### src/camera_config.svh
// Build-time constants for the camera capture block.
// Include in any module that needs the crop or metering window,
// the host op-codes or the frame store depth.

`ifndef CAMERA_CONFIG_SVH
`define CAMERA_CONFIG_SVH

// Crop window, end values are exclusive
`define CAM_CROP_X_START 2
`define CAM_CROP_X_END 10
`define CAM_CROP_Y_START 1
`define CAM_CROP_Y_END 5

// Metering window, end values are exclusive
`define CAM_METER_X_START 0
`define CAM_METER_X_END 16
`define CAM_METER_Y_START 0
`define CAM_METER_Y_END 8

// Log2 of the number of Bayer sites per channel in the metering window
`define CAM_RED_SHIFT 5
`define CAM_GREEN_SHIFT 6
`define CAM_BLUE_SHIFT 5

// Host op-codes
`define CAM_OP_CAPTURE 8'h20
`define CAM_OP_READ 8'h22
`define CAM_OP_METER 8'h25

`define CAM_STORE_WORDS 256

`endif

### src/camera_pkg.sv
// Shared types for the camera capture block.
// Modules refer to these by scoped name.

package camera_pkg;

    typedef logic [9:0] pixel_t;
    typedef logic [7:0] byte_t;
    typedef logic [31:0] word_t;
    typedef logic [7:0] word_addr_t;
    typedef logic [9:0] byte_addr_t;

    // Position within the incoming frame
    typedef logic [10:0] x_coord_t;
    typedef logic [9:0] y_coord_t;

    typedef logic [15:0] meter_sum_t;

    // Selects red, green or blue for a metering read
    typedef logic [1:0] op_count_t;

    typedef enum logic [1:0] {
        CAPTURE_IDLE,
        CAPTURE_ARMED,
        CAPTURE_ACTIVE
    } capture_state_t;

endpackage

### src/command_decoder.sv
// Host op-code decoder.
// Starts captures, walks the read pointer through the frame store and
// returns stored bytes or metering levels one cycle after the op-code.

`timescale 1ns/1ns
`include "camera_config.svh"

module command_decoder (
    input  logic                   clock_spi_in,
    input  logic                   mipi_byte_reset_n,
    input  camera_pkg::byte_t      op_code_i,
    input  logic                   op_code_valid_i,
    input  logic                   operand_valid_i,
    input  camera_pkg::op_count_t  operand_count_i,
    input  camera_pkg::byte_t      read_byte_i,
    input  camera_pkg::byte_t      red_level_i,
    input  camera_pkg::byte_t      green_level_i,
    input  camera_pkg::byte_t      blue_level_i,
    output logic                   capture_start_o,
    output camera_pkg::byte_addr_t read_addr_o,
    output camera_pkg::byte_t      response_o,
    output logic                   response_valid_o
);

    logic operand_valid_q;
    logic operand_rise;

    assign operand_rise = operand_valid_i & ~operand_valid_q;

    always_ff @(posedge clock_spi_in or negedge mipi_byte_reset_n) begin
        if (!mipi_byte_reset_n) begin
            operand_valid_q <= 1'b0;
            capture_start_o <= 1'b0;
            read_addr_o <= '0;
            response_o <= '0;
            response_valid_o <= 1'b0;
        end else begin
            operand_valid_q <= operand_valid_i;
            capture_start_o <= 1'b0;
            response_valid_o <= 1'b0;
            if (op_code_valid_i) begin
                case (op_code_i)
                    `CAM_OP_CAPTURE: begin
                        capture_start_o <= 1'b1;
                        read_addr_o <= '0;
                    end
                    `CAM_OP_READ: begin
                        response_o <= read_byte_i;
                        response_valid_o <= 1'b1;
                        // One byte per new operand strobe
                        if (operand_rise) begin
                            read_addr_o <= read_addr_o + camera_pkg::byte_addr_t'(1);
                        end
                    end
                    `CAM_OP_METER: begin
                        response_valid_o <= 1'b1;
                        case (operand_count_i)
                            2'd0: response_o <= red_level_i;
                            2'd1: response_o <= green_level_i;
                            2'd2: response_o <= blue_level_i;
                            default: response_o <= response_o;
                        endcase
                    end
                    default: ;
                endcase
            end
        end
    end

endmodule

### config.mk
export PLATFORM = sky130hd
export DESIGN_NAME = command_decoder
export DESIGN_NICKNAME = d
export VERILOG_FILES = /design/src/camera_pkg.sv /design/src/command_decoder.sv
export VERILOG_INCLUDE_DIRS = /design/src
export SDC_FILE = /design/constraint.sdc
export NUM_CORES = 1
export LEC_CHECK = 0
export ABC_AREA = 0
export BUFFER_PORTS_ARGS = -buffer_cell sky130_fd_sc_hd__buf_2
export CAP_MARGIN = 25
export CORE_MARGIN = 10
export CORE_UTILIZATION = 40
export CTS_BUF_LIST = sky130_fd_sc_hd__clkbuf_4
export DETAILED_ROUTE_END_ITERATION = 8
export GPL_TIMING_DRIVEN = 0
export PLACE_DENSITY = 0.72
export SYNTH_ARGS = -nofsm -noshare
export SYNTH_HDL_FRONTEND = slang
export SYNTH_SLANG_ARGS = --single-unit
export TNS_END_PERCENT = 100
### constraint.sdc
create_clock -name clock_spi_in -period 1.9 [get_ports clock_spi_in]
set_clock_uncertainty 0.2 [all_clocks]
set_input_delay 0.285 -clock clock_spi_in [delete_from_list [all_inputs] [get_ports clock_spi_in]]
set_output_delay 0.285 -clock clock_spi_in [all_outputs]
set_load 0.05 [all_outputs]
==> results_dict.tcl <==
set metrics [dict create \
    clk_pin_slew_ns 0.13 \
    finalSetupViolations 0 \
    grt_pass1_vias 1457 \
    status "finished clean" \
    ff_latch_area_um2 531 \
    criticalPathCategory "input pin to flip-flop" \
    insertedDiodeCount 0 \
    clk_path_buf_depth 2 \
    fin_cells 271 \
    synth_nets 202 \
    power.density_nw_per_um2 524 \
    worstMarginPinSlew_ns 0.471 \
    grt-ovfl-total 0 \
    power_frac_clock_pct 22.8 \
    portBuffers 64 \
    ys_ff_latch 21 \
    track_usage_pct 12.5 \
    cts_root_buf "clkbuf_4" \
    drc 0 \
    first_pass_iters 4 \
    syn2layout_area_growth_pct 38.1 \
    wl_met1_mm 1.72 \
    p_leak_nw 0.882 \
    slowest_delay_ns 0.53 \
    vias_per_cell 5.27 \
    syn-cell-area_um2 1390 \
    period_needed_ns 1.87 \
    synth_area_per_cell_um2 9.14 \
    ys_seq_area_share_pct 37.8 \
    timing.final.crit_share_pct 98.6 \
    dr.max_layer_used "met4" \
    slew_viol_final 0 \
    yosys_most_used_dff "dfrtp_1" \
    vias 1428 \
    switching_share_pct 35.1 \
    max_clock_freq_mhz 534 \
    seq_power_share_pct 48.1 \
    wirelength_mm 4.02 \
    critPathMaxFanout 7 \
    intPower_w 0.000652 \
    cp-start-kind "input pin" \
    dp_cells 262 \
    crit_chain "buf_2, or3b_1, clkbuf_2, or4_4, or3_4, a21oi_2" \
    layout-drive-gt1-share_pct 44.4 \
    synth-edff-count 0 \
    fin_tns_setup_ns 0 \
    antenna_found_initial 0 \
    initial_utilization_pct 41.6 \
    grt_max_degree 22 \
    async_reset_ff_share_pct 100 \
    io_pins 66 \
    ir_drop_mv 0.430 \
    cp.arrival_ns 1.93 \
    utilization_pct 57.5 \
    synthCells 152 \
    met3_length_um 246 \
    maxCapViolations 0 \
    most-common-layout-cells "buf_2 (65), a21oi_1 (21), dfrtp_1 (17), nor2_1 (12), mux2i_1 (10)" \
    cts.sinks 21 \
    rsz0062_at_grt "true" \
    die_h_um 78.9 \
    wire_per_inst_um 14.8 \
    nFillCells 322 \
    rows 21 \
    place_congestion 0.881 \
    endpoint_kind "flip-flop" \
    htreeDepth 1 \
    die-area_um2 6230 \
    min_path_type "input pin to flip-flop" \
    drt_iter0_drc 84 \
    multi_input_comb_area_um2 837 \
    combPwrFrac_pct 29.1 \
    worst_hold_slack_ns 0.0455 \
    hold_viol_final 0 \
    cts_tree "yes" \
    p_sw_w 0.000353 \
    cts_buffers 3 \
    crit_required_ns 1.96 \
    layout.nets 276 \
    grt_pass1_wl_mm 6.63 \
    r2r_slack_ns 0.03 \
    slew_headroom_pct 68.4 \
    final_antenna_net_count 0 \
    critPathSlowestCell "or4_4" \
    dieWidth_um 78.9 \
    met2_length_mm 2.03 \
    final_common_cell "buf_2" \
    clkLatencyLatePin_ns 0.32 \
    core_um2 3340 \
    dp_hpwl_mm 3.31 \
    yosysUniqueCellTypes 45 \
    yosys_warnings 0 \
]
## state kept, by name, indices dropped and copies added, names as in the netlist
name and cells:
response_o 8, capture_start_o 1, read_addr_o 10, response_valid_o 1, operand_valid_q 1
## stage by stage
step                      instance area (µm²)  setup slack, ns  power [W]
after CTS                                1890         -0.00514    0.00101
after global placement                   1800           -0.349   0.000773
after floorplan                          1420          -0.0796   0.000671
final                                    1920           0.0261    0.00101
after detailed placement                 1800           -0.424   0.000777
after global routing                     1920          -0.0165    0.00108
## timing repair
action,4_1_cts,5_1_grt
hold buffers,2,0
pin swaps,1,1
resized for setup,3,7
buffers inserted,2,2
hold endpoints to repair,22,0
setup endpoints to repair,6,4
## critical path: cells and delay by family
family,cells,cell delay (ns)
AOI/OAI and AO/OA,1,0.12
and+or+nand+nor,3,1.23
buffers and inverters,2,0.30
## power by group through the flow
stage	sequential [W]	combinational (W)	clock, W
after floorplan	0.000571	0.000101	0
after global placement	0.000492	0.000281	0
after detailed placement	0.000491	0.000286	0
after CTS	0.000484	0.000291	0.000236
after global routing	0.000488	0.000323	0.000265
final	0.000484	0.000293	0.000229
## path summary, 6_finish.rpt
kind	startpoint	end	depth (start not counted)
max	op_code_i[0]	read_addr_o[4]$_DFFE_PN0P_	6
min	read_byte_i[5]	response_o[5]$_DFFE_PN0P_	3
max reg2reg	read_addr_o[0]$_DFFE_PN0P_	read_addr_o[4]$_DFFE_PN0P_	5
min reg2reg	read_addr_o[8]$_DFFE_PN0P_	read_addr_o[8]$_DFFE_PN0P_	1
max in group asynchronous	mipi_byte_reset_n	read_addr_o[1]$_DFFE_PN0P_	2
min in group asynchronous	mipi_byte_reset_n	read_addr_o[7]$_DFFE_PN0P_	2
## per-layer routing
layer,GRT usage (%),vias to the layer above
li1,-,733
met1,14.7,653
met2,21.8,38
met3,4.84,4
met4,1.43,0
met5,0,-
## synth_stat cells, types with 2 or more instances
cell	n	area, µm²
a21oi_1	22	110
dfrtp_1	21	526
nor2_1	12	45.0
mux2i_1	10	100
a22oi_1	8	60.1
a31oi_1	8	50.1
o21ai_0	8	40.0
inv_1	6	22.5
clkbuf_1	4	15.0
ha_1	4	50.1
nand2_1	4	15.0
nand3_1	4	20.0
o31ai_1	4	30.0
nor4_1	3	18.8
and4_1	2	17.5
buf_6	2	22.5
or3_1	2	12.5
## layout make-up
cell class / instances / area share [%]
buffer: 9 / 3.00
clock buffer: 3 / 1.17
clock inverter: 1 / 0.391
inverter: 6 / 1.17
multi-input combinational: 115 / 43.6
sequential: 21 / 27.7
tap: 46 / 3.00
timing repair buffer: 70 / 20.0
## cells by family after synthesis
logic type               share of synthesized area, %
AO/OA/AOI/OAI                                    23.9
AND/OR/NAND/NOR                                  21.6
flip-flops                                       37.8
buffers and inverters                            5.85
multiplexers                                     7.21
adder cells (fa/ha/maj)                          3.60
No activity file was read; power rests on OpenSTA's default activity.
