<file path="config.mk">
export PLATFORM = sky130hd
export DESIGN_NAME = capture_packer
export DESIGN_NICKNAME = d
export VERILOG_FILES = /design/src/camera_pkg.sv /design/src/capture_packer.sv
export VERILOG_INCLUDE_DIRS = /design/src
export SDC_FILE = /design/constraint.sdc
export NUM_CORES = 1
export LEC_CHECK = 0
export BUFFER_PORTS_ARGS = -buffer_cell sky130_fd_sc_hd__buf_2
export CAP_MARGIN = 20
export CORE_ASPECT_RATIO = 0.75
export CORE_MARGIN = 4
export CORE_UTILIZATION = 44
export DETAILED_ROUTE_END_ITERATION = 10
export PLACE_DENSITY = 0.73
export SLEW_MARGIN = 20
export SYNTH_ARGS = -nofsm -noshare
export SYNTH_HDL_FRONTEND = slang
export SYNTH_SLANG_ARGS = --single-unit
</file>
<file path="constraint.sdc">
create_clock -name clock_spi_in -period 1.8 [get_ports clock_spi_in]
set_input_delay 0.36 -clock clock_spi_in [delete_from_list [all_inputs] [get_ports clock_spi_in]]
set_output_delay 0.36 -clock clock_spi_in [all_outputs]
set_load 0.03 [all_outputs]
</file>
<file path="src/camera_config.svh">
// Build-time constants for the camera capture block.
// Include in any module that needs the crop or metering window,
// the host op-codes or the frame store depth.

`ifndef CAMERA_CONFIG_SVH
`define CAMERA_CONFIG_SVH

// Crop window, end values are exclusive
`define CAM_CROP_X_START 2
`define CAM_CROP_X_END 10
`define CAM_CROP_Y_START 1
`define CAM_CROP_Y_END 5

// Metering window, end values are exclusive
`define CAM_METER_X_START 0
`define CAM_METER_X_END 16
`define CAM_METER_Y_START 0
`define CAM_METER_Y_END 8

// Log2 of the number of Bayer sites per channel in the metering window
`define CAM_RED_SHIFT 5
`define CAM_GREEN_SHIFT 6
`define CAM_BLUE_SHIFT 5

// Host op-codes
`define CAM_OP_CAPTURE 8'h20
`define CAM_OP_READ 8'h22
`define CAM_OP_METER 8'h25

`define CAM_STORE_WORDS 256

`endif

</file>
<file path="src/camera_pkg.sv">
// Shared types for the camera capture block.
// Modules refer to these by scoped name.

package camera_pkg;

    typedef logic [9:0] pixel_t;
    typedef logic [7:0] byte_t;
    typedef logic [31:0] word_t;
    typedef logic [7:0] word_addr_t;
    typedef logic [9:0] byte_addr_t;

    // Position within the incoming frame
    typedef logic [10:0] x_coord_t;
    typedef logic [9:0] y_coord_t;

    typedef logic [15:0] meter_sum_t;

    // Selects red, green or blue for a metering read
    typedef logic [1:0] op_count_t;

    typedef enum logic [1:0] {
        CAPTURE_IDLE,
        CAPTURE_ARMED,
        CAPTURE_ACTIVE
    } capture_state_t;

endpackage

</file>
<file path="src/capture_packer.sv">
// Capture state machine and word packer for the frame store.
// A capture request arms the machine, the next frame is captured whole.
// Four cropped bytes make one store word, the first byte in bits 7:0.

`timescale 1ns/1ns
`include "camera_config.svh"

module capture_packer (
    input  logic                   clock_spi_in,
    input  logic                   mipi_byte_reset_n,
    input  logic                   capture_start_i,
    input  logic                   crop_frame_valid_i,
    input  logic                   crop_byte_valid_i,
    input  camera_pkg::byte_t      crop_byte_i,
    output logic                   store_write_en_o,
    output camera_pkg::word_addr_t store_write_addr_o,
    output camera_pkg::word_t      store_write_data_o
);

    camera_pkg::capture_state_t state;
    camera_pkg::word_t word_shift;
    logic [1:0] byte_lane;
    logic [1:0] lane_now;
    logic frame_valid_q;
    logic frame_rise, frame_fall;
    logic capture_en;
    logic store_full;

    assign frame_rise = crop_frame_valid_i & ~frame_valid_q;
    assign frame_fall = ~crop_frame_valid_i & frame_valid_q;
    // Leftover bytes of a partial word are dropped at frame start
    assign lane_now = frame_rise ? 2'd0 : byte_lane;
    assign capture_en = crop_byte_valid_i &
                        ((state == camera_pkg::CAPTURE_ACTIVE) ||
                         ((state == camera_pkg::CAPTURE_ARMED) && frame_rise));

    always_ff @(posedge clock_spi_in or negedge mipi_byte_reset_n) begin
        if (!mipi_byte_reset_n) begin
            state <= camera_pkg::CAPTURE_IDLE;
        end else if (capture_start_i) begin
            state <= camera_pkg::CAPTURE_ARMED;
        end else begin
            case (state)
                camera_pkg::CAPTURE_ARMED:
                    if (frame_rise) state <= camera_pkg::CAPTURE_ACTIVE;
                camera_pkg::CAPTURE_ACTIVE:
                    if (frame_fall) state <= camera_pkg::CAPTURE_IDLE;
                default:
                    state <= camera_pkg::CAPTURE_IDLE;
            endcase
        end
    end

    always_ff @(posedge clock_spi_in or negedge mipi_byte_reset_n) begin
        if (!mipi_byte_reset_n) begin
            frame_valid_q <= 1'b0;
            byte_lane <= 2'd0;
            store_write_en_o <= 1'b0;
            store_write_addr_o <= '0;
            store_full <= 1'b0;
        end else begin
            frame_valid_q <= crop_frame_valid_i;
            byte_lane <= capture_en ? lane_now + 2'd1 : lane_now;
            // Word is complete once the fourth byte is shifted in
            store_write_en_o <= capture_en && (lane_now == 2'd3) && !store_full;
            if (capture_start_i) begin
                store_write_addr_o <= '0;
                store_full <= 1'b0;
            end else if (store_write_en_o) begin
                if (store_write_addr_o ==
                    camera_pkg::word_addr_t'(`CAM_STORE_WORDS - 1)) begin
                    store_full <= 1'b1;
                end else begin
                    store_write_addr_o <= store_write_addr_o + camera_pkg::word_addr_t'(1);
                end
            end
        end
    end

    // Newest byte enters at the top and moves down
    always_ff @(posedge clock_spi_in) begin
        if (capture_en) begin
            word_shift <= {crop_byte_i, word_shift[31:8]};
        end
    end

    assign store_write_data_o = word_shift;

endmodule

</file>
==> metrics.md <==
| Metric | Value |
|---|---|
| Status | completed |
| Critical path origin | state[1]$_DFFE_PN0P_ |
| Min Tclk post-route | 1580 ps |
| Largest net degree at the start of global routing | 33 |
| Pins Over Slew Limit | 0 |
| Initial Utilization | 0.462 |
| Drc violations | 0 |
| Clk buf depth | 2 |
| Critical Path Source Type | flip-flop |
| Crit path DAT | 1570 ps |
| Final Cycle Share | 0.878 |
| Slew Limit Headroom | 0.758 |
| Fin Setup TNS | 0 ps |
| Number of flops mapped to enable cells by yosys | 32 |
| # diodes | 0 |
| Max frequency | 633 MHz |
| Crit-path max cell delay | 410 ps |
| RSZ-0062 raised after global routing | false |
| Final Util | 0.578 |
| Final setup vio count | 0 |
| Syn nets | 116 |
| Post-synthesis simple-gate area fraction | 0.0994 |
| # fillers | 305 |
| Critical path class | reg -> reg |
| Final RePlAce weighted congestion | 0.779 |
| HP Class | in -> reg |
| CP Cell Sequence | nor4bb_1 -> o21ai_2 -> clkinvlp_4 -> buf_12 |
| Final Cell Area | 2140 µm² |
| #FFs+latches synth | 47 |
| DR iter-0 viols | 65 |
| Mapped Area | 1710 µm² |
| Clock Sinks | 47 |
| TritonRoute pass-1 iters | 4 |
| Clk_lat worst skew | 290 ps |
| Die width | 80.0 µm |
| FF-to-FF Start | state[1]$_DFFE_PN0P_ |
| Largest family of logic cells by synthesized area | simple AND/OR/NAND/NOR gates |
| Slowest CP cell | dfrtp_1 |
| Total CTS buffers | 5 |
| Total GRT Usage | 0.138 |
| CTS resizes | 0 |
| First-pass GRT wire length | 4850 µm |
| Die area | 4960 µm² |
| Critical R2R Capture | store_write_data_o[22]$_DFFE_PP_ |
| CTS clk-pin slew, worst paths | 70 ps |
| Leakage | 0.893 nW |
| Family with the most delay on the worst path | flip-flops |
| Final hold viol count | 0 |
| Hpwl dp | 2320 µm |
| Via count of the first global-routing pass | 981 |
| Top_reg_cell synth | edfxtp_1 |
| Critical path required time | 1790 ps |
| Port bufs | 53 |
| Gr ovfl total | 0 |
| Sequential area share after synthesis | 0.781 |
| R2r setup slk | 220 ps |
| Xor and xnor fraction of the mapped netlist area | 0.00512 |
| Nets | 175 |
| CTS tree | built |
| Crit. path cell count | 4 |
| Peak supply drop | 0.518 mV |
| Syn-to-layout area delta | 25.2% |
| Total power | 0.00194 W |
| Worst Max-Slew Pin Slew | 358 ps |
| # rows | 19 |
| # IOs | 54 |
| Synth cell types | 37 |
| Power Dens Cells | 905 nW/µm² |
| WL per Instance | 14.8 µm |
| DR vias | 1038 |
| Final setup skew | 8.55 ps |
| Max Cap Violations | 0 |
| CP Capture Type | flip-flop |
| HP Start | crop_frame_valid_i |
| Asr flop ratio synth | 0.319 |
| Post-DP Area | 2050 µm² |
| Crit-path max FO | 32 |
| Ys Warns | 0 |
| H-tree levels | 2 |
| Vias per cell | 4.87 |
| Area of the core | 3710 µm² |
| Worst Setup EP | store_write_data_o[22]$_DFFE_PP_ |
| Synthesized instance count | 101 |
| Buf/Inv on CP | 2 |
| Avg Synthesized Cell Area | 16.9 µm² |
| Seq. cell area | 1340 µm² |
| Mux share of post-synthesis cell area | 0.0190 |
| Root buf cell | clkbuf_8 |
| Synth Area in Compound Gates | 0.0651 |
| Die span in y | 62.0 µm |
| Routed Antenna Nets | 0 |
| Share of layout cells above drive strength 1 | 0.404 |
| Multi-input gate area | 352 µm² |
| R2R cell count | 4 |
| Adder-cell share of the synthesized area | 0.0146 |
| Drt total wl | 3160 µm |
| Initial antenna violation count | 0 |
cell families (layout without fill, tap and decap cells):
kind of cell	Yosys count	after routing
XOR/XNOR	1	1
AO/OA/AOI/OAI	17	17
adder cells (fa/ha/maj)	2	2
AND/OR/NAND/NOR	26	26
flip-flops	47	47
multiplexers	3	3
buffers and inverters	5	65
worst min path at each step:
stage	depth (start not counted)	endpoint
after global routing	1	frame_valid_q$_DFF_PN0_
after global placement	1	store_write_addr_o[6]$_DFFE_PN0P_
after CTS	1	frame_valid_q$_DFF_PN0_
final	1	frame_valid_q$_DFF_PN0_
after floorplan	0	byte_lane[0]$_DFF_PN0_
after detailed placement	1	store_write_addr_o[7]$_DFFE_PN0P_
metal layers:
| layer | vias up | global-route usage | wire length (µm) |
|---|---|---|---|
| li1 | 502 | - | - |
| met1 | 507 | 0.164 | 1350 |
| met2 | 27 | 0.224 | 1580 |
| met3 | 2 | 0.0620 | 193 |
| met4 | 0 | 0.0578 | 30 |
| met5 | - | 0 | 0 |
flip-flops by register name, indices dropped and copies added (netlist names):
signal              flops
store_write_en_o        1
byte_lane               2
store_write_addr_o      8
store_full              1
store_write_data_o     32
state                   2
frame_valid_q           1
layout make-up:
cell class / count / share of cell area
inverter: 2 / 0.00525
clock inverter: 3 / 0.00701
tap: 52 / 0.0304
multi-input combinational: 49 / 0.164
sequential: 47 / 0.623
clock buffer: 5 / 0.0321
timing repair buffer: 55 / 0.138
power by group:
part | leakage (nW) | total, W | internal [W] | switching [W]
sequential | 0.494 | 0.00121 | 0.00119 | 0.0000153
combinational | 0.360 | 0.000138 | 0.0000465 | 0.0000910
clock | 0.0392 | 0.000595 | 0.000264 | 0.000331
total | 0.893 | 0.00194 | 0.00150 | 0.000437
worst register-to-register path: stages (launching register included):
cell,delay (ps)
dfrtp_1,410
nor4bb_1,390
o21ai_2,160
clkinvlp_4,110
buf_12,190
Yosys cell counts (2+ instances only):
cell type	instances	area, µm²
a21oi_1	5	25.0
a31oi_1	3	18.8
and2_1	2	12.5
and3_1	2	12.5
dfrtp_1	15	375
edfxtp_1	32	961
ha_1	2	25.0
inv_1	2	7.51
nand2_1	3	11.3
nand2b_1	3	18.8
nand4_1	2	12.5
nor2_1	2	7.51
nor2b_1	2	12.5
nor3_1	2	10.0
o21bai_1	2	15.0
repair_timing:
item | CTS | global route
hold endpoints to repair | 15 | 0
buffers inserted | 0 | 0
hold buffers | 1 | 0
metrics by stage:
step | hold WS (ps) | instances | setup WS, ps
CTS | 226 | 213 | 217
floorplan | 64.4 | 101 | 80.1
global placement | 271 | 204 | 246
global route | 219 | 213 | 141
detailed placement | 282 | 204 | 129
finish | 234 | 213 | 220
placed cells by master, fill, tap and decap left out, drive strengths merged, types with 2 or more instances in the layout:
master / count
a21boi: 2
a21oi: 5
a31oi: 3
and2: 2
and3: 2
and4: 2
buf: 54
clkbuf: 5
clkinv: 2
clkinvlp: 2
dfrtp: 15
edfxtp: 32
ha: 2
mux2: 2
nand2: 3
nand2b: 3
nand4: 2
nor2: 2
nor2b: 2
nor3: 2
o21bai: 2
Note: power is estimated with default switching activity, not from simulation.
