**config.mk**
```make
export PLATFORM = sky130hd
export DESIGN_NAME = exposure_meter
export DESIGN_NICKNAME = d
export VERILOG_FILES = /design/src/camera_pkg.sv /design/src/exposure_meter.sv
export VERILOG_INCLUDE_DIRS = /design/src
export SDC_FILE = /design/constraint.sdc
export NUM_CORES = 1
export LEC_CHECK = 0
export BUFFER_PORTS_ARGS = -buffer_cell sky130_fd_sc_hd__buf_2
export CAP_MARGIN = 20
export CORE_MARGIN = 2
export CORE_UTILIZATION = 60
export DETAILED_ROUTE_END_ITERATION = 12
export GPL_TIMING_DRIVEN = 0
export HOLD_SLACK_MARGIN = 0.12
export PLACE_DENSITY = 0.86
export SYNTH_ARGS = -nofsm -noshare
export SYNTH_HDL_FRONTEND = slang
export SYNTH_SLANG_ARGS = --single-unit
export TNS_END_PERCENT = 5
```
**constraint.sdc**
```tcl
create_clock -name clock_spi_in -period 3.7 [get_ports clock_spi_in]
set_clock_uncertainty 0.15 [all_clocks]
set_input_delay 0.74 -clock clock_spi_in [delete_from_list [all_inputs] [get_ports clock_spi_in]]
set_output_delay 0.74 -clock clock_spi_in [all_outputs]
set_load 0.005 [all_outputs]
```
**src/camera_config.svh**
```systemverilog
// Build-time constants for the camera capture block.
// Include in any module that needs the crop or metering window,
// the host op-codes or the frame store depth.

`ifndef CAMERA_CONFIG_SVH
`define CAMERA_CONFIG_SVH

// Crop window, end values are exclusive
`define CAM_CROP_X_START 2
`define CAM_CROP_X_END 10
`define CAM_CROP_Y_START 1
`define CAM_CROP_Y_END 5

// Metering window, end values are exclusive
`define CAM_METER_X_START 0
`define CAM_METER_X_END 16
`define CAM_METER_Y_START 0
`define CAM_METER_Y_END 8

// Log2 of the number of Bayer sites per channel in the metering window
`define CAM_RED_SHIFT 5
`define CAM_GREEN_SHIFT 6
`define CAM_BLUE_SHIFT 5

// Host op-codes
`define CAM_OP_CAPTURE 8'h20
`define CAM_OP_READ 8'h22
`define CAM_OP_METER 8'h25

`define CAM_STORE_WORDS 256

`endif

```
**src/camera_pkg.sv**
```systemverilog
// Shared types for the camera capture block.
// Modules refer to these by scoped name.

package camera_pkg;

    typedef logic [9:0] pixel_t;
    typedef logic [7:0] byte_t;
    typedef logic [31:0] word_t;
    typedef logic [7:0] word_addr_t;
    typedef logic [9:0] byte_addr_t;

    // Position within the incoming frame
    typedef logic [10:0] x_coord_t;
    typedef logic [9:0] y_coord_t;

    typedef logic [15:0] meter_sum_t;

    // Selects red, green or blue for a metering read
    typedef logic [1:0] op_count_t;

    typedef enum logic [1:0] {
        CAPTURE_IDLE,
        CAPTURE_ARMED,
        CAPTURE_ACTIVE
    } capture_state_t;

endpackage

```
**src/exposure_meter.sv**
```systemverilog
// Average red, green and blue levels of the raw Bayer stream.
// Sums each channel over the metering window during a frame and
// latches the averages when the frame ends. Levels read zero after reset.

`timescale 1ns/1ns
`include "camera_config.svh"

module exposure_meter (
    input  logic               clock_spi_in,
    input  logic               mipi_byte_reset_n,
    input  logic               frame_valid_i,
    input  logic               line_valid_i,
    input  camera_pkg::pixel_t pixel_data_i,
    output camera_pkg::byte_t  red_level_o,
    output camera_pkg::byte_t  green_level_o,
    output camera_pkg::byte_t  blue_level_o
);

    camera_pkg::x_coord_t x_count;
    camera_pkg::y_coord_t y_count;
    camera_pkg::meter_sum_t red_sum, green_sum, blue_sum;
    camera_pkg::meter_sum_t red_add, green_add, blue_add;
    camera_pkg::meter_sum_t pixel_value;
    logic frame_valid_q;
    logic line_valid_q;
    logic frame_start, frame_end;
    logic sample, red_site, blue_site;

    assign frame_start = frame_valid_i & ~frame_valid_q;
    assign frame_end = ~frame_valid_i & frame_valid_q;

    always_comb begin
        sample = frame_valid_i && line_valid_i &&
                 (int'(x_count) >= `CAM_METER_X_START) &&
                 (int'(x_count) <  `CAM_METER_X_END) &&
                 (int'(y_count) >= `CAM_METER_Y_START) &&
                 (int'(y_count) <  `CAM_METER_Y_END);
        // Red on even row and column, blue on odd row and column
        red_site = ~y_count[0] & ~x_count[0];
        blue_site = y_count[0] & x_count[0];
        pixel_value = camera_pkg::meter_sum_t'(pixel_data_i[9:2]);
        red_add = (sample && red_site) ? pixel_value : '0;
        blue_add = (sample && blue_site) ? pixel_value : '0;
        green_add = (sample && !red_site && !blue_site) ? pixel_value : '0;
    end

    always_ff @(posedge clock_spi_in or negedge mipi_byte_reset_n) begin
        if (!mipi_byte_reset_n) begin
            x_count <= '0;
            y_count <= '0;
            frame_valid_q <= 1'b0;
            line_valid_q <= 1'b0;
            red_sum <= '0;
            green_sum <= '0;
            blue_sum <= '0;
            red_level_o <= '0;
            green_level_o <= '0;
            blue_level_o <= '0;
        end else begin
            frame_valid_q <= frame_valid_i;
            line_valid_q <= line_valid_i;
            x_count <= line_valid_i ? x_count + camera_pkg::x_coord_t'(1) : '0;
            if (!frame_valid_i) begin
                y_count <= '0;
            end else if (line_valid_q && !line_valid_i) begin
                y_count <= y_count + camera_pkg::y_coord_t'(1);
            end
            // New frame restarts the sums
            red_sum <= frame_start ? red_add : red_sum + red_add;
            green_sum <= frame_start ? green_add : green_sum + green_add;
            blue_sum <= frame_start ? blue_add : blue_sum + blue_add;
            if (frame_end) begin
                red_level_o <= camera_pkg::byte_t'(red_sum >> `CAM_RED_SHIFT);
                green_level_o <= camera_pkg::byte_t'(green_sum >> `CAM_GREEN_SHIFT);
                blue_level_o <= camera_pkg::byte_t'(blue_sum >> `CAM_BLUE_SHIFT);
            end
        end
    end

endmodule

```
==> summary.txt <==
Placed design
  • RePlAce Congestion: around 0.86
  • Placed insts: around 590
  • Post-DP HPWL: between 7000 and 8000 um
  • Buffers on Ports: 35

Run
  • # Max-Cap Violations: 0

CTS
  • # resized after CTS: 0
  • CTS clk-pin slew, worst paths: about 0.09 ns
  • Largest buffer count on any clock path: 2
  • CTS tree: done
  • Clock sink total: between 80 and 90
  • Clk root buf: clkbuf_8
  • Num CTS Buffers: 9
  • H-tree levels: 3
  • Post-CTS Hold Buffers: 0
  • Total setup buffers inserted after CTS: 0
  • Clk Latency, worst-skew pair: around 0.36 ns

Final layout
  • Area growth, synth to finish: 11.0%
  • Antenna diodes: 0
  • Layout cell share with drive strength beyond 1: 21.5%
  • Nets: about 540
  • Non-Filler Instances: roughly 600

Setup path
  • Cell type group with the largest total delay on the critical path: simple AND/OR/NAND/NOR gates
  • Req. time, crit path: ~3.8 ns
  • CP startpoint kind: flop
  • CP Data Arrival Time: about 3.6 ns
  • Most used cell, CP: a21oi_1
  • Slowest cell on the critical path: dfrtp_1
  • Max incr delay on CP: approximately 0.47 ns
  • CP Depth: 12
  • Reg2Reg Depth: 12
  • Worst-path fanout max: 6
  • Crit end category: flop
  • Worst Path Buf+Inv: 1
  • Crit path cell chain: nor4_4 -> nand4_4 -> nor2_4 -> and2_1 -> ha_1 -> inv_1 -> fa_1 -> nand2b_1 -> a21oi_1 -> o21ai_0 -> or3_1 -> a21oi_1
  • WS Path Type: flop to flop

Floorplanning
  • Initial Util: between 60 and 70%
  • Area of the core: just under 8000 sq um
  • Die Ht: between 90 and 100 um
  • # rows: 32
  • Die Wd: between 90 and 100 um
  • Die ar.: ~9000 sq um
  • Io pins: 38

Yosys
  • Syn avg cell area: 10.7 sq um
  • Synth Register Bits: between 80 and 90
  • Post-synth top area cell: dfrtp_1
  • Post-synthesis cell type count: 54
  • Sequential-to-total area share from yosys stat: roughly 45%
  • Number of synthesized flops with an enable pin: 0
  • Top cell type's share of synthesized area: between 40% and 50%
  • Ys flop type: dfrtp_1
  • Syn nets: 497
  • Synth area leaders: dfrtp_1, ha_1, mux2_2
  • Syn Inst Count: between 400 and 500
  • Synth Cell Area: ~5000 sq um
  • Post-synth ARST share: 100%
  • Total of warnings raised by yosys: 0

STA
  • Fin crit share: ~90%
  • Final worst path period need: 3.42 ns
  • Worst slew pin tran: between 0.5 and 0.6 ns
  • Final Hold Fails: 0
  • Max_slew headroom: between 60% and 70%
  • Max Clk Rate: around 0.29 GHz
  • Post-route setup TNS: 0 ns
  • Slew Limit Fails: 0
  • Hold slack final: 0.143 ns
  • Final setup viols: 0
  • RSZ-0062 raised after global routing: false

Global routing
  • Overflow after GRT: 0
  • Vias in the first global route: around 3600
  • Initial antenna violation count: 0
  • GRT Util Overall: 24.1%
  • Global-route wire length before repair: roughly 17000 um
  • Largest net degree at the start of global routing: between 60 and 70

Pwr
  • Leakage power: around 2.6 nW
  • Largest vdd supply drop: around 0.25 mV
  • Total power divided by cell area: between 300 and 400 nW/um^2

Detailed routing
  • Antenna Nets Post-Route: 0
  • DR pass1 iterations: 4
  • Initial DRC count: 217
  • Drt wl/cell: roughly 16 um
  • Via count: between 3000 and 4000
  • DRC viols: 0
  • Routed wire length: ~9700 um
  • Routed vias/inst: roughly 6

Run status
  • Status: finished, final reports clean

Min path
  • Worst hold path type: input pin to async pin
Yosys cell counts (5+ instances only):
library cell and count:
xor2_1 17, and2_1 34, inv_1 8, nor2_1 17, or3_1 6, nand2_1 23, and3_1 10, a21o_1 9
o211ai_1 7, mux2_2 27, o21ai_0 21, clkbuf_1 8, dfrtp_1 87, nand3_1 22, ha_1 26, xnor2_1 21
a21oi_1 38, nor2b_1 5, nand4_1 5
metrics by stage:
stage               instance area, sq um  setup slack [ns]  power [mW]  utilization, %
floorplan                           4860             0.526        1.35               -
global placement                    5170            0.0854        1.45            66.2
detailed placement                  5200            0.0350        1.47            66.6
CTS                                 5400             0.299        2.15            69.2
global route                        5400            0.0294        2.24            69.2
finish                              5400             0.280        2.14            69.2
final timing paths:
path                                   startpoint             end  slack, ns
worst max register to register         x_count[4]   green_sum[12]       0.28
worst min register to register     red_level_o[7]  red_level_o[7]       0.36
min in group clock_spi_in          red_level_o[7]  red_level_o[7]       0.36
worst min-delay path            mipi_byte_reset_n      red_sum[4]       0.14
worst max-delay path                   x_count[4]   green_sum[12]       0.28
max in group asynchronous       mipi_byte_reset_n     blue_sum[0]       2.63
final cells by class:
type                       count  area [sq um]
multi-input combinational    343          2580
fill                         578          2410
sequential                    87          2180
timing repair buffer          36           205
tap                          102           128
clock buffer                   9           124
buffer                        16          80.1
clock inverter                 7          78.8
inverter                       8          30.0
flip-flops by register name, indices dropped and copies added (netlist names):
register       flops
x_count           11
green_level_o      8
blue_sum          13
red_level_o        8
red_sum           13
green_sum         14
line_valid_q       1
blue_level_o       8
y_count           10
frame_valid_q      1
cell usage in the layout, fill, tap and decap left out, types with 2 or more instances in the layout:
cell type | synthesis | final
and3_1 | 10 | 10
clkbuf_8 | 0 | 9
a211oi_1 | 4 | 4
o211ai_1 | 7 | 7
and2_1 | 34 | 34
clkinvlp_4 | 0 | 3
xor2_1 | 17 | 17
inv_1 | 8 | 8
nand4_1 | 5 | 5
nor2_1 | 17 | 17
ha_1 | 26 | 26
buf_2 | 4 | 38
xnor2_1 | 21 | 21
nor2_4 | 2 | 2
nand3_1 | 22 | 22
inv_6 | 0 | 3
a31oi_1 | 4 | 4
fa_1 | 3 | 3
mux2_2 | 27 | 27
dfrtp_1 | 87 | 87
nor2b_1 | 5 | 5
nand2b_1 | 3 | 3
nor3_1 | 4 | 4
a41o_1 | 2 | 2
a21oi_1 | 38 | 38
o21ai_0 | 21 | 21
nor4_4 | 3 | 3
a21oi_2 | 4 | 4
a21o_1 | 9 | 9
a221oi_2 | 2 | 2
buf_4 | 2 | 3
a31o_1 | 2 | 2
or3_1 | 6 | 6
nand2_1 | 23 | 23
clkbuf_1 | 8 | 8
nor3b_1 | 2 | 2
a21o_2 | 2 | 2
layer usage:
metal / track usage (%) / wire, um / part of all wire [%] / up-vias
li1: - / - / - / 1725
met1: 29.8 / 4150 / 43 / 1742
met2: 41.9 / 4970 / 51 / 71
met3: 5.14 / 412 / 4.3 / 10
met4: 7.97 / 129 / 1.3 / 0
met5: 0 / 0 / 0 / -
kinds of logic after synthesis:
group / after synthesis / synth area share, %
and+or+nand+nor: 143 / 17.6
xor gates and xnor gates: 38 / 6.84
muxes: 28 / 6.46
adders and majority gates: 29 / 7.92
DFF: 87 / 44.8
AOI/OAI and AO/OA: 105 / 14.1
buffers and inverters: 24 / 2.26
power breakdown:
group | switching (mW) | leakage [nW] | internal [mW]
clock network | 0.367 | 0.0929 | 0.319
registers | 0.0461 | 1.16 | 1.03
logic | 0.208 | 1.36 | 0.166
total | 0.621 | 2.61 | 1.52
Note: power is estimated with default switching activity, not from simulation.
