===== src/camera_config.svh =====
// Build-time constants for the camera capture block.
// Include in any module that needs the crop or metering window,
// the host op-codes or the frame store depth.

`ifndef CAMERA_CONFIG_SVH
`define CAMERA_CONFIG_SVH

// Crop window, end values are exclusive
`define CAM_CROP_X_START 2
`define CAM_CROP_X_END 10
`define CAM_CROP_Y_START 1
`define CAM_CROP_Y_END 5

// Metering window, end values are exclusive
`define CAM_METER_X_START 0
`define CAM_METER_X_END 16
`define CAM_METER_Y_START 0
`define CAM_METER_Y_END 8

// Log2 of the number of Bayer sites per channel in the metering window
`define CAM_RED_SHIFT 5
`define CAM_GREEN_SHIFT 6
`define CAM_BLUE_SHIFT 5

// Host op-codes
`define CAM_OP_CAPTURE 8'h20
`define CAM_OP_READ 8'h22
`define CAM_OP_METER 8'h25

`define CAM_STORE_WORDS 256

`endif


===== src/camera_pkg.sv =====
// Shared types for the camera capture block.
// Modules refer to these by scoped name.

package camera_pkg;

    typedef logic [9:0] pixel_t;
    typedef logic [7:0] byte_t;
    typedef logic [31:0] word_t;
    typedef logic [7:0] word_addr_t;
    typedef logic [9:0] byte_addr_t;

    // Position within the incoming frame
    typedef logic [10:0] x_coord_t;
    typedef logic [9:0] y_coord_t;

    typedef logic [15:0] meter_sum_t;

    // Selects red, green or blue for a metering read
    typedef logic [1:0] op_count_t;

    typedef enum logic [1:0] {
        CAPTURE_IDLE,
        CAPTURE_ARMED,
        CAPTURE_ACTIVE
    } capture_state_t;

endpackage


===== src/pixel_crop.sv =====
// Crops a fixed window out of the raw pixel stream.
// Emits the top eight bits of each pixel in the window one cycle later,
// along with a frame valid delayed to line up with the bytes.

`timescale 1ns/1ns
`include "camera_config.svh"

module pixel_crop (
    input  logic               clock_spi_in,
    input  logic               mipi_byte_reset_n,
    input  logic               frame_valid_i,
    input  logic               line_valid_i,
    input  camera_pkg::pixel_t pixel_data_i,
    output logic               crop_frame_valid_o,
    output logic               crop_byte_valid_o,
    output camera_pkg::byte_t  crop_byte_o
);

    camera_pkg::x_coord_t x_count;
    camera_pkg::y_coord_t y_count;
    logic line_valid_q;
    logic in_window;

    assign in_window = (x_count >= camera_pkg::x_coord_t'(`CAM_CROP_X_START)) &&
                       (x_count <  camera_pkg::x_coord_t'(`CAM_CROP_X_END)) &&
                       (y_count >= camera_pkg::y_coord_t'(`CAM_CROP_Y_START)) &&
                       (y_count <  camera_pkg::y_coord_t'(`CAM_CROP_Y_END));

    // Column restarts every line, row counts line ends within the frame
    always_ff @(posedge clock_spi_in or negedge mipi_byte_reset_n) begin
        if (!mipi_byte_reset_n) begin
            x_count <= '0;
            y_count <= '0;
            line_valid_q <= 1'b0;
        end else begin
            line_valid_q <= line_valid_i;
            if (line_valid_i) begin
                x_count <= x_count + camera_pkg::x_coord_t'(1);
            end else begin
                x_count <= '0;
            end
            if (!frame_valid_i) begin
                y_count <= '0;
            end else if (line_valid_q && !line_valid_i) begin
                y_count <= y_count + camera_pkg::y_coord_t'(1);
            end
        end
    end

    always_ff @(posedge clock_spi_in or negedge mipi_byte_reset_n) begin
        if (!mipi_byte_reset_n) begin
            crop_frame_valid_o <= 1'b0;
            crop_byte_valid_o <= 1'b0;
        end else begin
            crop_frame_valid_o <= frame_valid_i;
            crop_byte_valid_o <= frame_valid_i & line_valid_i & in_window;
        end
    end

    // Payload only, qualified by crop_byte_valid_o
    always_ff @(posedge clock_spi_in) begin
        crop_byte_o <= pixel_data_i[9:2];
    end

endmodule


===== config.mk =====
export PLATFORM = sky130hd
export DESIGN_NAME = pixel_crop
export DESIGN_NICKNAME = d
export VERILOG_FILES = /design/src/camera_pkg.sv /design/src/pixel_crop.sv
export VERILOG_INCLUDE_DIRS = /design/src
export SDC_FILE = /design/constraint.sdc
export NUM_CORES = 1
export LEC_CHECK = 0
export BUFFER_PORTS_ARGS = -buffer_cell sky130_fd_sc_hd__buf_4
export CORE_MARGIN = 1.5
export CORE_UTILIZATION = 40
export CTS_CLUSTER_SIZE = 16
export DETAILED_ROUTE_END_ITERATION = 10
export PLACE_DENSITY = 0.64
export SYNTH_ARGS = -nofsm -noshare
export SYNTH_HDL_FRONTEND = slang
export SYNTH_SLANG_ARGS = --single-unit

===== constraint.sdc =====
create_clock -name clock_spi_in -period 4.07 [get_ports clock_spi_in]
set_input_delay 0.407 -clock clock_spi_in [delete_from_list [all_inputs] [get_ports clock_spi_in]]
set_output_delay 0.407 -clock clock_spi_in [all_outputs]
set_load 0.02 [all_outputs]

==> results of run 1 <==
[layer usage]
metal	up-vias	routed length, µm	global-route usage [%]
met5	-	0	0
met4	0	61	8.61
met3	8	91	5.07
met2	14	1350	25.4
met1	516	1160	18.4
li1	529	-	-
[placed cells by master, fill, tap and decap left out, drive strengths merged]
master	Yosys	final
a21oi	8	8
clkinv	1	1
clkbuf	2	7
a211oi	1	1
dfxtp	8	8
nor2	10	10
or4	4	4
nand2	10	10
nor4	5	5
dfrtp	24	24
nand4b	1	1
o21ai	5	5
nor4b	3	3
o31ai	4	4
o311a	1	1
mux2i	5	5
xor2	3	3
or3	4	4
nand3	7	7
nand2b	5	5
a41o	1	1
nand3b	1	1
xnor2	2	2
a2111oi	1	1
inv	8	8
nand4	2	2
buf	1	21
mux2	1	1
ha	5	5
dlygate4sd3	0	1
[cells by family (layout without fill, tap and decap cells)]
family	after synthesis	count (layout)	synth area share, %
flip-flops	32	32	54.0
AO/OA/AOI/OAI	21	21	9.77
buffers and inverters	12	38	3.73
AND/OR/NAND/NOR	52	52	20.6
adder cells (fa/ha/maj)	5	5	4.44
multiplexers	6	6	4.35
XOR/XNOR	5	5	3.11
[state kept, by name, summed over array words and instances, names as in the netlist]
signal	flops
crop_byte_o	8
crop_byte_valid_o	1
crop_frame_valid_o	1
line_valid_q	1
x_count	11
y_count	10
[layout make-up]
type	instances	area, µm²	share of cell area (%)
Clock buffer	7	65.1	3.87
Inverter	9	33.8	2.01
Multi-Input combinational cell	89	596	35.4
Sequential cell	32	761	45.3
Tap cell	46	57.6	3.43
Timing Repair Buffer	22	168	9.98
[through the flow]
| step | hold slack [ns] | std cells |
|---|---|---|
| after global placement | 0.320 | 197 |
| final | 0.168 | 205 |
| after global routing | 0.148 | 205 |
| after detailed placement | 0.324 | 197 |
| after floorplan | 0.111 | 133 |
| after CTS | 0.164 | 205 |
[repair_timing]
action / CTS / global route
endpoints found under the hold margin: 24 / 0
endpoints found under the setup margin: 0 / 0
hold buffers: 1 / 0
[power by group]
group	switching, µW	total [µW]	internal [µW]	leakage [µW]
Sequential	7.36	333	326	0.000395
Clock	99.2	197	97.8	0.0000374
Combinational	28.0	51.5	23.5	0.000279
[worst max-delay path by stage]
stage / to / slack [ns] / cells past startpoint
2_1_floorplan: y_count[8] / 2.68 / 4
5_1_grt: x_count[6] / 2.47 / 4
3_3_place_gp: y_count[8] / 2.48 / 4
3_5_place_dp: y_count[8] / 2.47 / 4
4_1_cts: x_count[8] / 2.56 / 4
6_report: x_count[8] / 2.60 / 4
==> summary.txt, run 1 <==
Seq/Total Area, Yosys -> 54.0%
Routed WL per cell -> 13.0 µm
Crit Path Max Fanout -> 7
Ys Warns -> 0
Die Wd -> 62.3 µm
Peak VDD IR -> 0.165 mV
post-route cell area -> 1680 µm²
Max-slew headroom -> 73.7%
Post-Route Utilization -> 50.0%
Layout Skew -> 0.00461 ns
Core ar. -> 3360 µm²
cell count after synthesis -> 133
worst r2r path cells -> 4
largest net degree at the start of global routing -> 25
# Max-Cap Violations -> 0
H-tree depth -> 2
Lkg Pwr -> 0.000711 µW
Area Growth Syn to Fin -> 19.3%
worst stage delay on the critical path -> 0.45 ns
Final Max Slew Viols -> 0
clock tree sinks -> 32
Clk Latency, worst-skew pair -> 0.33 ns
dpl hpwl -> 1930 µm
Post-synth top cells -> 24 x dfrtp_1, 10 x nand2_1, 10 x nor2_1
syn_nets -> 152
Global Route Usage Sum -> 15.6%
critical path arrival -> 1.73 ns
FILL cells -> 334
syn avg cell area -> 10.6 µm²
worst hold endpoint -> crop_byte_o[6]
cell chosen for the clock root -> clkbuf_4
pwr/cell area -> 346 nW/µm²
Crit-path slowest cell -> dfrtp_1
#FFs+latches synth -> 32
n_diodes -> 0
final hold vios -> 0
reg-to-reg slack, setup -> 2.60 ns
worst hold path startpoint -> pixel_data_i[8]
GPL Wtd Cong -> 0.803
Die Y-Extent -> 62.3 µm
number of global-route vias before repair -> 1055
synthesized cell area -> 1410 µm²
Remaining DRCs -> 0
Worst setup SP type -> flop
RSZ-0062 raised after global routing -> no
share of Yosys cell area claimed by the top area cell type -> 42.6%
Post-CTS Resized -> 0
share of layout cells above drive strength 1 -> 20.8%
Area after DPL -> 1610 µm²
CP cell instances -> ha_1 > nand2_1 > or4_1 > a21oi_1
Setup violations, final -> 0
dpl ws -> 2.47 ns
number of routed nets with antenna violations -> 0
final worst path period share -> 36.2%
TritonCTS clock tree -> yes
synth unique cells -> 31
Final TNS setup -> 0 ns
Worst path top cell family by delay -> simple AND/OR/NAND/NOR gates
Initial DRC Count -> 81
total CTS buffers -> 5
Most used DFF post-synth -> dfrtp_1
number of iterations in the first detailed-routing pass -> 4
EDFF count, synth -> 0
hold depth -> 1
initial antenna violation count -> 0
Hold WC Path Type -> input port to flop
FP Rows -> 21
net count reported at finish -> 178
I/O pins -> 24
cell with the most instances after synthesis -> dfrtp_1
DIE AREA -> 3890 µm²
CP Capture Type -> flop
Total Power -> 582 µW
Tmin final -> 1.47 ns
Initial Utilization -> 41.9%
Slew @ Worst Pin -> 0.393 ns
async set or reset register ratio after synthesis -> 75.0%
Synth area leader -> dfrtp_1
WP data required -> 4.33 ns
Vias -> 1067
drt total wl -> 2660 µm
FF-to-FF Start -> x_count[1]
synth top area cells -> dfrtp_1 43%, dfxtp_1 11%, ha_1 4.4%
post-CTS setup buffer count -> 0
f_max -> 679 MHz
Reg clk slew, reported paths -> 0.09 ns
IO buf count -> 21
CTS max path bufs -> 2
status -> finished clean
Buffers & Inverters on Critical Path -> 0
crit path kind -> flop to flop
CP Launch Point -> x_count[1]
GR Overflow Total -> 0
first-pass GRT wire length -> 4660 µm
worst setup margin -> 2.60 ns
Vias/cell -> 5.20
worst r2r dst -> x_count[8]
(Power assumes the default switching activity.)
==> run 2: changes to the inputs <==
--- a/config.mk
+++ b/config.mk
@@ -11,7 +11,7 @@
 export CORE_UTILIZATION = 40
 export CTS_CLUSTER_SIZE = 16
 export DETAILED_ROUTE_END_ITERATION = 10
-export PLACE_DENSITY = 0.64
+export PLACE_DENSITY = 0.66
 export SYNTH_ARGS = -nofsm -noshare
 export SYNTH_HDL_FRONTEND = slang
 export SYNTH_SLANG_ARGS = --single-unit
==> constraint.sdc (replaced) <==
create_clock -name clock_spi_in -period 1.2 [get_ports clock_spi_in]
set_input_delay 0.12 -clock clock_spi_in [delete_from_list [all_inputs] [get_ports clock_spi_in]]
set_output_delay 0.12 -clock clock_spi_in [all_outputs]
set_load 0.02 [all_outputs]
==> run 2 against run 1 <==
Effect of this change: the run now ends with setup timing left; routed wire length up 53%; clock skew rose by 0.0062 ns; sequential cell count unchanged; count of clock-buffer cells in the layout is 2 lower; worst hold slack lost 0.084 ns; register-to-register slack worse by 2.8 ns; critical endpoint is now crop_byte_valid_o; highest routed layer unchanged.
==> summary.txt, run 2 (synthesis gave the netlist of run 1 again) <==
Area after DPL -> 1860 µm²
Total Power -> 2280 µW
CP Launch Point -> y_count[4]
Die Y-Extent -> 62.3 µm
GR Overflow Total -> 0
Slew @ Worst Pin -> 0.411 ns
Reg clk slew, reported paths -> 0.10 ns
Final Instance Count excl. Fillers -> 254
Initial DRC Count -> 90
initial antenna violation count -> 0
Vias/cell -> 5.36
Biggest register -> x_count
Tmin final -> 1.35 ns
Post-Route Utilization -> 70.6%
most frequent cells in the layout -> 54 x buf_4, 13 x dfrtp_2, 11 x dfrtp_1
Die Wd -> 62.3 µm
dpl hpwl -> 2230 µm
post-route cell area -> 2370 µm²
net count reported at finish -> 226
Vias -> 1362
cell chosen for the clock root -> clkbuf_4
Final Max Slew Viols -> 0
CTS max path bufs -> 2
first-pass GRT wire length -> 6310 µm
pwr/cell area -> 960 nW/µm²
GRT Max-Usage Layer -> met2
most common cell after layout, fill and taps aside -> buf_4
CP cell instances -> nor4_4 > nand4_1 > nor4b_4
Hold WC Path Type -> input port to flop
Worst path top cell family by delay -> simple AND/OR/NAND/NOR gates
number of iterations in the first detailed-routing pass -> 4
total CTS buffers -> 5
number of global-route vias before repair -> 1350
grt met2 use -> 35.7%
GPL Wtd Cong -> 0.859
Worst setup SP type -> flop
CP Capture Type -> flop
Routed WL per cell -> 16.0 µm
worst hold path startpoint -> frame_valid_i
biggest regs -> x_count: 11 flops, y_count: 10 flops, crop_byte_o: 8 flops
dpl ws -> -0.197 ns
f_max -> 739 MHz
worst setup margin -> -0.153 ns
Max-slew headroom -> 72.5%
DIE AREA -> 3890 µm²
FP Rows -> 21
crit path kind -> flop to flop
Peak VDD IR -> 0.832 mV
Largest register FFs -> 11
largest net degree at the start of global routing -> 25
Layout Skew -> 0.0108 ns
H-tree depth -> 2
critical path arrival -> 1.61 ns
FF-to-FF Start -> y_count[4]
status -> complete, but fails checks
Remaining DRCs -> 0
GRT met1 Usage -> 25.3%
I/O pins -> 24
Crit Path Max Fanout -> 5
Core ar. -> 3360 µm²
Buffers & Inverters on Critical Path -> 0
WP data required -> 1.46 ns
clock tree sinks -> 32
grt met3 use -> 7.07%
FILL cells -> 263
final hold vios -> 0
Crit-path slowest cell -> dfrtp_2
# Max-Cap Violations -> 0
Initial Utilization -> 41.9%
IO buf count -> 21
Placed Cells -> 224
Area Growth Syn to Fin -> 68.6%
n_diodes -> 0
number of routed nets with antenna violations -> 0
share of layout cells above drive strength 1 -> 57.7%
Global Route Usage Sum -> 21.4%
Clk Latency, worst-skew pair -> 0.36 ns
final worst path period share -> 113%
TritonCTS clock tree -> yes
RSZ-0062 raised after global routing -> yes
Setup violations, final -> 12
drt total wl -> 4080 µm
Lkg Pwr -> 0.00103 µW
worst stage delay on the critical path -> 0.47 ns
failing checks -> setup timing
==> run 2: per-stage QoR <==
| stage | hold slack (ns) | setup TNS [ns] |
|---|---|---|
| 2_1_floorplan | -0.176 | -0.379 |
| 3_3_place_gp | 0.0370 | -1.09 |
| 3_5_place_dp | 0.0459 | -1.66 |
| 4_1_cts | 0.0768 | -0.935 |
| 5_1_grt | 0.0883 | -1.84 |
| 6_report | 0.0847 | -1.02 |
==> run 2: final cells by class <==
type | instances | area, µm² | share of cell area (%)
clock buffers | 5 | 37.5 | 1.58
clock inverters | 3 | 42.5 | 1.79
inverters | 9 | 33.8 | 1.42
multi-input cells | 90 | 863 | 36.4
flip-flops and latches | 32 | 777 | 32.7
well taps | 46 | 57.6 | 2.42
repair buffers | 69 | 563 | 23.7
==> run 2: power by group <==
part           switching, µW  internal [µW]
logic                    142            149
registers               33.1           1110
clock network            414            434
==> run 2: final timing paths <==
kind,end,slack (ns),cells after the start
max,crop_byte_valid_o,-0.15,3
min,crop_frame_valid_o,0.08,2
max reg2reg,crop_byte_valid_o,-0.15,3
min reg2reg,x_count[0],0.63,2
max in group asynchronous,x_count[1],0.73,2
min in group asynchronous,x_count[10],0.20,2
==> run 2: metal layers <==
| metal | wire, µm | part of all wire, % | up-vias |
|---|---|---|---|
| li1 | - | - | 628 |
| met3 | 219 | 5.4 | 9 |
| met4 | 106 | 2.6 | 0 |
| met2 | 2010 | 49 | 50 |
| met1 | 1740 | 43 | 675 |
| met5 | 0 | 0 | - |
==> run 2: repair_timing <==
item | CTS | global route
setup buffers | 9 | 3
gates cloned | 1 | 0
resized for setup | 26 | 30
pin swaps | 7 | 11
hold buffers | 9 | 0
endpoints found under the setup margin | 15 | 15
endpoints found under the hold margin | 32 | 0
